[src/i2c_macros.svh]
`ifndef I2C_MACROS_SVH
`define I2C_MACROS_SVH

// ----------------------------------------
// Frame and word widths
// ----------------------------------------

// Start bit, 8 data bits, ack bit, stop bit
`define I2C_FRAME_W 11

// Bits sampled on SCL rises
`define I2C_RX_W 10

// Enough for any bit count up to 15
`define I2C_CNT_W 4

// ----------------------------------------
// Timing
// ----------------------------------------

// One SCL half period is 2**I2C_DIV_W clocks
`define I2C_DIV_W 10

// Stages on the SCL and SDA inputs
`define I2C_SYNC_DEPTH 2

// SDA waits this long so SCL is surely low first
`define I2C_SDA_HOLD 5

`endif

[src/i2c_pkg.sv]
`include "i2c_macros.svh"

package i2c_pkg;

    // ----------------------------------------
    // Payload types
    // ----------------------------------------

    // Transmit frame as loaded from the caller
    typedef logic [`I2C_FRAME_W-1:0] frame_t;

    // Receive word with the oldest bit on top
    typedef logic [`I2C_RX_W-1:0] rx_word_t;

    // Number of SCL rises in the transfer phase
    typedef logic [`I2C_CNT_W-1:0] bit_cnt_t;

    // Both bus lines sampled together
    typedef struct packed {
        logic scl;
        logic sda;
    } line_pair_t;

    // One-hot frame sequence
    typedef enum logic [4:0] {
        IDLE  = 5'b00001,
        START = 5'b00010,
        TRANS = 5'b00100,
        STOP  = 5'b01000,
        DONE  = 5'b10000
    } i2c_state_e;

endpackage

[src/i2c_delay_line.sv]
`timescale 1ns/100ps

// Fixed chain of registers for any packed payload
// Used as input synchronizer and as SDA hold delay
module i2c_delay_line #(
    parameter type T     = logic,
    parameter int  DEPTH = 2
) (
    input  logic clk,
    input  logic rst_i,
    input  T     d_i,
    output T     q_o
);

    // ----------------------------------------
    // Register chain
    // ----------------------------------------

    // Stage 0 takes the input
    T [DEPTH-1:0] stage_q;

    always_ff @(posedge clk or posedge rst_i) begin
        if (rst_i) begin
            // All ones is the released bus level
            stage_q <= '1;
        end else begin
            stage_q[0] <= d_i;
            // Each stage copies its predecessor
            for (int i = 1; i < DEPTH; i++) begin
                stage_q[i] <= stage_q[i-1];
            end
        end
    end

    // ----------------------------------------
    // Output
    // ----------------------------------------

    // Last stage gives exactly DEPTH cycles
    assign q_o = stage_q[DEPTH-1];

endmodule

[src/i2c_bit_ctrl.sv]
`timescale 1ns/100ps

`include "i2c_macros.svh"

// Frame sequencer with SCL generation
module i2c_bit_ctrl import i2c_pkg::*; #(
    parameter int DIV_W = `I2C_DIV_W
) (
    input  logic       clk,
    input  logic       rst_i,
    input  logic       trans_trg_i,
    input  bit_cnt_t   trans_bit_num_i,
    input  logic       scl_sync_i,
    output i2c_state_e state_next_o,
    output logic       load_o,
    output logic       scl_fall_o,
    output logic       scl_rise_o,
    output logic       scl_oen_o,
    output logic       trans_done_o
);

    i2c_state_e        state_q;
    i2c_state_e        state_next;
    logic [DIV_W-1:0]  div_cnt_q;
    logic              div_carry_q;
    bit_cnt_t          bit_cnt_q;
    logic              scl_oen_q;
    logic              done_q;
    logic              scl_d2_q;
    logic              scl_d3_q;
    logic              scl_fall_q;
    logic              scl_rise_q;

    // Trigger only counts in idle
    assign load_o = trans_trg_i && (state_q == IDLE);

    // ----------------------------------------
    // State machine
    // ----------------------------------------

    always_ff @(posedge clk or posedge rst_i) begin
        if (rst_i) begin
            state_q <= IDLE;
        end else begin
            state_q <= state_next;
        end
    end

    always_comb begin
        state_next = IDLE;
        unique case (state_q)
            IDLE: begin
                state_next = trans_trg_i ? START : IDLE;
            end
            // Start condition holds for one half period
            START: begin
                state_next = div_carry_q ? TRANS : START;
            end
            // Leave as soon as all rises are done
            TRANS: begin
                state_next = (bit_cnt_q == '0) ? STOP : TRANS;
            end
            STOP: begin
                state_next = div_carry_q ? DONE : STOP;
            end
            DONE: begin
                state_next = div_carry_q ? IDLE : DONE;
            end
            default: begin
                state_next = IDLE;
            end
        endcase
    end

    assign state_next_o = state_next;

    // ----------------------------------------
    // Half period divider
    // ----------------------------------------

    // Carry pulses once per 2**DIV_W clocks
    always_ff @(posedge clk or posedge rst_i) begin
        if (rst_i) begin
            {div_carry_q, div_cnt_q} <= '0;
        end else if (state_next == IDLE) begin
            {div_carry_q, div_cnt_q} <= '0;
        end else begin
            {div_carry_q, div_cnt_q} <= {1'b0, div_cnt_q} + 1'b1;
        end
    end

    // ----------------------------------------
    // Bit counter and SCL enable
    // ----------------------------------------

    // Counts down once per SCL rise
    always_ff @(posedge clk or posedge rst_i) begin
        if (rst_i) begin
            bit_cnt_q <= '0;
        end else if (load_o) begin
            bit_cnt_q <= trans_bit_num_i;
        end else if (div_carry_q && !scl_oen_q) begin
            bit_cnt_q <= bit_cnt_q - 1'b1;
        end
    end

    // SCL released in idle and done
    always_ff @(posedge clk or posedge rst_i) begin
        if (rst_i) begin
            scl_oen_q <= 1'b1;
        end else if (state_next == IDLE || state_next == DONE) begin
            scl_oen_q <= 1'b1;
        end else if (div_carry_q) begin
            scl_oen_q <= ~scl_oen_q;
        end
    end

    assign scl_oen_o = scl_oen_q;

    // ----------------------------------------
    // SCL edge detect
    // ----------------------------------------

    // Two more stages behind the synchronizer
    always_ff @(posedge clk or posedge rst_i) begin
        if (rst_i) begin
            scl_d2_q   <= 1'b1;
            scl_d3_q   <= 1'b1;
            scl_fall_q <= 1'b0;
            scl_rise_q <= 1'b0;
        end else begin
            scl_d2_q   <= scl_sync_i;
            scl_d3_q   <= scl_d2_q;
            scl_fall_q <= scl_d3_q & ~scl_d2_q;
            scl_rise_q <= scl_d2_q & ~scl_d3_q;
        end
    end

    assign scl_fall_o = scl_fall_q;
    assign scl_rise_o = scl_rise_q;

    // ----------------------------------------
    // Done flag
    // ----------------------------------------

    // Low from accepted trigger to end of done phase
    always_ff @(posedge clk or posedge rst_i) begin
        if (rst_i) begin
            done_q <= 1'b1;
        end else if (load_o) begin
            done_q <= 1'b0;
        end else if (state_q == DONE && div_carry_q) begin
            done_q <= 1'b1;
        end
    end

    assign trans_done_o = done_q;

endmodule

[src/i2c_tx_shifter.sv]
`timescale 1ns/100ps

`include "i2c_macros.svh"

// Frame shift register driving the SDA enable
module i2c_tx_shifter import i2c_pkg::*; (
    input  logic       clk,
    input  logic       rst_i,
    input  logic       load_i,
    input  frame_t     trans_din_i,
    input  logic       scl_fall_i,
    input  i2c_state_e state_next_i,
    output logic       sda_oen_o
);

    frame_t frame_q;
    logic   sda_oen_q;

    // ----------------------------------------
    // Frame shift register
    // ----------------------------------------

    // Top bit is always the one on the line
    always_ff @(posedge clk or posedge rst_i) begin
        if (rst_i) begin
            frame_q <= '1;
        end else if (load_i) begin
            frame_q <= {trans_din_i[`I2C_FRAME_W-1],   // start bit
                        trans_din_i[`I2C_FRAME_W-2:2], // data bits
                        trans_din_i[1],                // ack bit
                        trans_din_i[0]};               // stop bit
        end else if (scl_fall_i) begin
            // Next bit moves up while SCL is low
            frame_q <= {frame_q[`I2C_FRAME_W-2:0], 1'b0};
        end
    end

    // ----------------------------------------
    // SDA enable select
    // ----------------------------------------

    always_ff @(posedge clk or posedge rst_i) begin
        if (rst_i) begin
            sda_oen_q <= 1'b1;
        end else begin
            unique case (state_next_i)
                START, TRANS, STOP: begin
                    sda_oen_q <= frame_q[`I2C_FRAME_W-1];
                end
                // Line released outside a frame
                default: begin
                    sda_oen_q <= 1'b1;
                end
            endcase
        end
    end

    assign sda_oen_o = sda_oen_q;

endmodule

[src/i2c_rx_shifter.sv]
`timescale 1ns/100ps

`include "i2c_macros.svh"

// Receive shift register fed from the synchronized SDA
module i2c_rx_shifter import i2c_pkg::*; (
    input  logic     clk,
    input  logic     load_i,
    input  logic     scl_rise_i,
    input  logic     sda_sync_i,
    output rx_word_t rx_word_o
);

    // ----------------------------------------
    // Shift register
    // ----------------------------------------

    rx_word_t rx_word_q;

    // Cleared at every accepted trigger
    // Newest sample enters at bit 0
    always_ff @(posedge clk) begin
        if (load_i) begin
            rx_word_q <= '0;
        end else if (scl_rise_i) begin
            rx_word_q <= {rx_word_q[`I2C_RX_W-2:0], sda_sync_i};
        end
    end

    // Oldest of the last samples sits on top
    assign rx_word_o = rx_word_q;

endmodule

[src/mt9v034_i2c_if.sv]
`timescale 1ns/100ps

`include "i2c_macros.svh"

// Two-wire control port engine for the camera sensor
module mt9v034_i2c_if import i2c_pkg::*; #(
    parameter int DIV_W = `I2C_DIV_W
) (
    input  logic     clk,
    input  logic     rst_i,
    input  logic     trans_trg_i,
    input  bit_cnt_t trans_bit_num_i,
    input  frame_t   trans_din_i,
    output rx_word_t trans_dout_o,
    output logic     trans_done_o,
    output logic     scl_oen_o,
    input  logic     scl_i,
    output logic     sda_oen_o,
    input  logic     sda_i
);

    line_pair_t line_raw;
    line_pair_t line_sync;
    i2c_state_e state_next;
    logic       load;
    logic       scl_fall;
    logic       scl_rise;
    logic       sda_oen_raw;

    // ----------------------------------------
    // Input synchronizer
    // ----------------------------------------

    assign line_raw = '{scl: scl_i, sda: sda_i};

    i2c_delay_line #(
        .T     (line_pair_t),
        .DEPTH (`I2C_SYNC_DEPTH)
    ) u_line_sync (
        .clk   (clk),
        .rst_i (rst_i),
        .d_i   (line_raw),
        .q_o   (line_sync)
    );

    // ----------------------------------------
    // Sequencer
    // ----------------------------------------

    i2c_bit_ctrl #(
        .DIV_W (DIV_W)
    ) u_bit_ctrl (
        .clk             (clk),
        .rst_i           (rst_i),
        .trans_trg_i     (trans_trg_i),
        .trans_bit_num_i (trans_bit_num_i),
        .scl_sync_i      (line_sync.scl),
        .state_next_o    (state_next),
        .load_o          (load),
        .scl_fall_o      (scl_fall),
        .scl_rise_o      (scl_rise),
        .scl_oen_o       (scl_oen_o),
        .trans_done_o    (trans_done_o)
    );

    // ----------------------------------------
    // Transmit and receive paths
    // ----------------------------------------

    i2c_tx_shifter u_tx_shifter (
        .clk          (clk),
        .rst_i        (rst_i),
        .load_i       (load),
        .trans_din_i  (trans_din_i),
        .scl_fall_i   (scl_fall),
        .state_next_i (state_next),
        .sda_oen_o    (sda_oen_raw)
    );

    // Keeps SDA steady until SCL is well low
    i2c_delay_line #(
        .T     (logic),
        .DEPTH (`I2C_SDA_HOLD)
    ) u_sda_hold (
        .clk   (clk),
        .rst_i (rst_i),
        .d_i   (sda_oen_raw),
        .q_o   (sda_oen_o)
    );

    i2c_rx_shifter u_rx_shifter (
        .clk        (clk),
        .load_i     (load),
        .scl_rise_i (scl_rise),
        .sda_sync_i (line_sync.sda),
        .rx_word_o  (trans_dout_o)
    );

endmodule

[config.mk]
export PLATFORM = sky130hd
export DESIGN_NAME = mt9v034_i2c_if
export DESIGN_NICKNAME = d
export VERILOG_FILES = /design/src/i2c_pkg.sv /design/src/i2c_delay_line.sv /design/src/i2c_bit_ctrl.sv /design/src/i2c_tx_shifter.sv /design/src/i2c_rx_shifter.sv /design/src/mt9v034_i2c_if.sv
export VERILOG_INCLUDE_DIRS = /design/src /design/src/src
export SDC_FILE = /design/constraint.sdc
export NUM_CORES = 1
export LEC_CHECK = 0
export BUFFER_PORTS_ARGS = -buffer_cell sky130_fd_sc_hd__buf_2
export CAP_MARGIN = 10
export CORE_AREA = 5 5 72 74
export CTS_CLUSTER_SIZE = 10
export DETAILED_ROUTE_END_ITERATION = 7
export DIE_AREA = 0 0 77 79
export PLACE_DENSITY = 0.75
export SLEW_MARGIN = 20
export SYNTH_ARGS = -nofsm -noshare
export SYNTH_HDL_FRONTEND = slang
export SYNTH_SLANG_ARGS = --single-unit
[constraint.sdc]
create_clock -name clk -period 1.9 [get_ports clk]
set_input_delay 0.38 -clock clk [delete_from_list [all_inputs] [get_ports clk]]
set_output_delay 0.38 -clock clk [all_outputs]
set_load 0.02 [all_outputs]
Word level (Yosys, flattened, before mapping)
Cells that the tools add are included.
Word-level totals
  register bits: 57
  bits of input ports: 20
Cells by class
  reduce and logical (&&, ||, !) cells: 11
  equality and inequality tests: 10
  bitwise gates (word level): 5
  muxes and demuxes: 17
  add/sub/neg operators: 2
Operators with widths (count)
  case mux 5 bit (5 select lines): 1
  two-way mux 11 bit: 2
  two-way mux 4 bit: 3
  adder 10 x 1 -> 11 bit, second input constant: 1
  equality test 5 x 1 -> 1 bit, second input constant: 2
  equality test 5 x 2 -> 1 bit, second input constant: 2
  equality test 5 x 3 -> 1 bit, second input constant: 2
  equality test 5 x 4 -> 1 bit, second input constant: 2
  equality test 5 bit, second input constant: 2
  two-way mux 10 bit: 1
  two-way mux 5 bit: 2
  nonzero test 2 bit: 4
  two-way mux 1 bit: 6
  logical NOT 4 bit: 1
  subtractor 4 x 1 -> 4 bit, second input constant: 1
  logical AND 1 bit: 3
  two-way mux 3 bit: 1
  inverter 1 bit: 3
  OR reduction 3 bit: 1
  AND 1 bit: 2
  two-way mux 2 bit: 1
  logical NOT 1 bit: 1
  logical OR 1 bit: 1

Depth between registers and ports, before layout
  depth after elaboration: 6
  gate-level depth with buffers: 6
  mapped depth without buffers: 5

Cells and area by module
A second synthesis with hierarchy kept.
Second synthesis, totals
  cells, all modules: 227
  area, all modules: 2551.2 µm²
By module, submodules not included
  i2c_bit_ctrl: area each 1370.1 µm², times used 1, seq. area each 656.9 µm², cells each 129
  i2c_tx_shifter: area each 569.3 µm², times used 1, seq. area each 315.3 µm², cells each 53
  i2c_rx_shifter: area each 352.8 µm², times used 1, seq. area each 200.2 µm², cells each 32
  i2c_delay_line (u_sda_hold): area each 135.1 µm², times used 1, seq. area each 131.4 µm², cells each 6
  i2c_delay_line (u_line_sync): area each 123.9 µm², times used 1, seq. area each 105.1 µm², cells each 7

Worst setup path before layout
OpenSTA, ideal clock, no wires.
  path type: flip-flop to flip-flop
  from: register u_bit_ctrl.state_q[0]
  to: register u_bit_ctrl.scl_oen_q (netlist: u_bit_ctrl.scl_oen_o)
  arrival: 1.444 ns
  path buffers: 1
  setup time: 0.094 ns
  period minus slack after synthesis: 1.538 ns
  stages on the path, launching flop included: 6
  required time: 1.806 ns
  setup slack: 0.362 ns
  path through: dfstp_2 > buf_2 > nor2_1 > nand4_1 > o21ai_0 > or4_1
On the way
  cells in the longest elaborated chain, start to end: 5
  elaborated cells on any way between the ends: 11
Ends and longest elaborated chain
  from (decl): line i2c_bit_ctrl.sv:22  | i2c_state_e state_q;
  from (signal assigned): line i2c_bit_ctrl.sv:45  | state_q <= state_next;
  equality test 5 bit, or another cell as far along: line i2c_bit_ctrl.sv:51  | unique case (state_q)
  case mux 5 bit (5 select lines) *: line i2c_bit_ctrl.sv:51
  equality test 5 x 1 -> 1 bit or equality test 5 bit (tied branches): line i2c_bit_ctrl.sv:111  | end else if (state_next == IDLE || state_next == DONE) begin
  logical OR 1 bit *: line i2c_bit_ctrl.sv:111
  two-way mux 1 bit or nonzero test 2 bit (tied branches)
  to (signal assigned): line i2c_bit_ctrl.sv:114  | scl_oen_q <= ~scl_oen_q;
  to (decl): line i2c_bit_ctrl.sv:27  | logic scl_oen_q;
Mark *: on every way between the ends. The rest lies on a longest branch, timed or not.
A chain may end at the register's enable or synchronous reset.

Worst setup path after layout
  from: register u_bit_ctrl.state_q[3]
  to: register u_bit_ctrl.scl_oen_q (netlist: u_bit_ctrl.scl_oen_o)
Same word-level chain as after synthesis.

==> results.py <==
metrics = {
    "final_layout": {
        "synthToLayoutAreaGrowth_pct": 17.8,
        "fillers": 393,
        "drive_above_1_share_pct": 32.3,
        "finalInstanceArea_um2": 2870,
        "fin_nets": 274,
        "finalNonFillerCells": 311,
        "antenna_cells": 0,
    },
    "synthesis": {
        "ys_top_cells_by_count": "dfstp_2 (26), dfrtp_1 (21), mux2i_1 (20)",
        "synthMostInstantiatedCell": "dfstp_2",
        "synth_top_family_by_area": "simple AND/OR/NAND/NOR gates",
        "syn-num-nets": 242,
        "synth_xor_area_share_pct": 4.67,
        "yosys.cell_types.count": 39,
        "synthSimpleGateAreaFrac_pct": 18.1,
        "ys_async_sr_fraction_pct": 82.5,
        "synthesis.area_um2": 2440,
        "synth_mux_area_share_pct": 8.67,
        "synth_edf_count": 0,
        "ys_dominant_reg_cell": "dfstp_2",
        "synth_compound_area_share_pct": 5.49,
        "yosysTopAreaCell": "dfstp_2",
        "synth_fa_ha_area_share_pct": 1.03,
        "ys_seq_area_share_pct": 57.8,
        "ys_ff_latch": 57,
        "synth.avg_cell_area_um2": 11.1,
        "yosys_warnings": 0,
        "synthCells": 220,
        "synth_top_cell_area_share_pct": 28.0,
        "ys_top_cells_by_area": "dfstp_2 (28%), dfrtp_1 (22%), dfxtp_1 (8.2%), mux2i_1 (8.2%), o21ai_0 (3.3%)",
    },
    "cts": {
        "cts_hold_buffers": 0,
        "path_clk_slew_ns": 0.06,
        "numClockSinks": 57,
        "cts_tree": "yes",
        "cts_buffers": 9,
        "htree_levels": 3,
        "clockBufferDepth": 2,
        "post_cts_resized": 0,
        "root_buffer": "clkbuf_8",
        "post-cts-setup-buffers": 0,
        "insertion_delay_ns": 0.33,
    },
    "worst_setup_path": {
        "endpoint_kind": "register",
        "worstReg2RegStart": "u_bit_ctrl.state_q[3]",
        "worstPathArrival_ns": 1.91,
        "worstSetupPathType": "register to register",
        "reg2reg_depth": 4,
        "crit_end": "u_bit_ctrl.scl_oen_o",
        "cp_data_required_time_ns": 2.14,
        "cp_max_fo": 13,
        "crit_start": "u_bit_ctrl.state_q[3]",
        "r2r_end": "u_bit_ctrl.scl_oen_o",
        "start_kind": "register",
        "regToRegSetupSlack_ns": 0.23,
    },
    "sta": {
        "setup_viol": 0,
        "worst_pin_slew_ns": 0.762,
        "tns_ns": 0,
        "hold_viol_final": 0,
        "fmax_mhz": 600,
        "fin_crit_ns": 1.67,
        "skew_ns": 0.00544,
        "finalCritPeriodShare_pct": 87.8,
        "drv_slew": 0,
        "rsz0062_at_grt": "false",
        "relSlewSlack_pct": 48.9,
        "holdWs_ns": 0.0880,
    },
    "drt": {
        "drtAntennaViolNets": 0,
        "drt_iter0_markers": 48,
        "wl_mm": 3.99,
        "drt-wirelength-per-cell_um": 12.8,
        "routed_via_density": 5.14,
        "dr.pass1.iters": 4,
        "drc": 0,
        "dr_total_vias": 1599,
    },
    "placed_design": {
        "placed_cells": 295,
        "numPortBuffers": 32,
        "hpwl_mm": 2.71,
        "placed_area_um2": 2630,
        "place_congestion": 0.817,
    },
    "die": {
        "core_um2": 4540,
        "initial_core_util_pct": 53.8,
        "die_area_um2": 6080,
        "num_io_pins": 33,
        "rows": 25,
        "dieHeight_um": 79,
        "die_w_um": 77,
    },
    "grt": {
        "antenna_found_initial": 0,
        "grt_max_degree": 33,
        "grt_pass1_wl_mm": 7.02,
        "gr-total-overflow": 0,
        "grt_pass1_vias": 1511,
        "grt_usage_pct": 14.9,
    },
    "power": {
        "leakagePower_uw": 0.00123,
        "ir_drop_mv": 0.795,
        "p_total_uw": 3970,
        "p_per_area_nw_per_um2": 1380,
    },
    "run": {
        "maxCapViolCount": 0,
    },
    "run_status": {
        "status": "finished clean",
    },
    "hold_path": {
        "hold_class": "input port to async pin",
    },
}
-- cell families (layout without fill, tap and decap cells) --
family          Yosys count  count (layout)
xor+xnor                 13              13
mux                      21              21
flops                    57              57
fa+ha+maj                 2               2
compound gates           25              25
simple gates             83              83
buf+inv                  19              56
-- through the flow --
stage | util, % | worst slack, ns
after floorplan | - | 0.362
after global placement | 58.0 | 0.283
after detailed placement | 58.0 | 0.235
after CTS | 63.3 | 0.227
after global routing | 63.3 | 0.131
final | 63.3 | 0.233
-- flip-flops by register name (all words and copies together), names as in the netlist --
register and cells:
u_bit_ctrl.trans_done_o 1, u_bit_ctrl.scl_d2_q 1, u_rx_shifter.rx_word_o 10, u_bit_ctrl.scl_oen_o 1, u_bit_ctrl.div_cnt_q 10, u_bit_ctrl.bit_cnt_q 4, u_tx_shifter.frame_q 11, u_line_sync.q_o 2
u_bit_ctrl.scl_d3_q 1, u_tx_shifter.sda_oen_o 1, u_bit_ctrl.div_carry_q 1, u_line_sync.stage_q 2, u_bit_ctrl.scl_fall_o 1, u_bit_ctrl.state_q 5, u_bit_ctrl.scl_rise_o 1, u_sda_hold.stage_q 5
-- placed cells by master, fill, tap and decap left out, types with 2 or more instances in the layout --
cell / n
mux2i_1: 20
o21ai_0: 16
a21oi_1: 4
clkbuf_8: 10
xnor2_1: 6
bufinv_16: 3
or3_1: 2
nor2_1: 18
a31oi_1: 3
dfstp_2: 26
ha_1: 2
buf_12: 2
buf_2: 32
nand2b_1: 3
inv_1: 4
nor2b_1: 4
nor3b_1: 2
nor3_1: 13
nand3_1: 5
dfrtp_1: 21
xor2_1: 7
nor4_1: 4
nand2_1: 18
nand3b_1: 3
nand4_1: 2
dfxtp_1: 10
-- worst max-delay path, cell delays in order, from the launching register on --
cell and delay (ns):
dfrtp_1 0.50, nor3b_2 0.21, a22oi_1 0.10, and3_4 0.24, or4_1 0.52
-- worst min-delay path by stage --
stage	end	slack, ns	cells after the start
2_1_floorplan	u_bit_ctrl.scl_d2_q	0.35	0
4_1_cts	u_bit_ctrl.scl_rise_o	0.08	2
5_1_grt	u_bit_ctrl.scl_fall_o	0.1	2
6_report	u_bit_ctrl.scl_rise_o	0.09	2
3_5_place_dp	u_sda_hold.stage_q[2]	0.35	0
3_3_place_gp	u_sda_hold.stage_q[3]	0.35	0
-- routing by layer --
layer / up-vias / share of wire, % / GRT usage (%)
met5: - / 0 / 0
met4: 0 / 1.2 / 6.01
met3: 7 / 5.1 / 7.94
met2: 29 / 48 / 22.3
met1: 751 / 45 / 18.2
li1: 812 / - / -
-- final cells by class --
cell class                      instances  area [µm²]  area share, %
Multi-Input combinational cell        144         926           32.2
Inverter                                5        18.8          0.653
Clock inverter                          5         103           3.57
Sequential cell                        57        1410           49.0
Tap cell                               54        67.6           2.35
Timing Repair Buffer                   35         208           7.23
Clock buffer                           11         141           4.92
-- where the power goes --
group	total [µW]	switching [µW]	internal (µW)
logic	765	430	335
clock network	1360	459	905
registers	1840	206	1640
No activity file was read; power rests on OpenSTA's default activity.
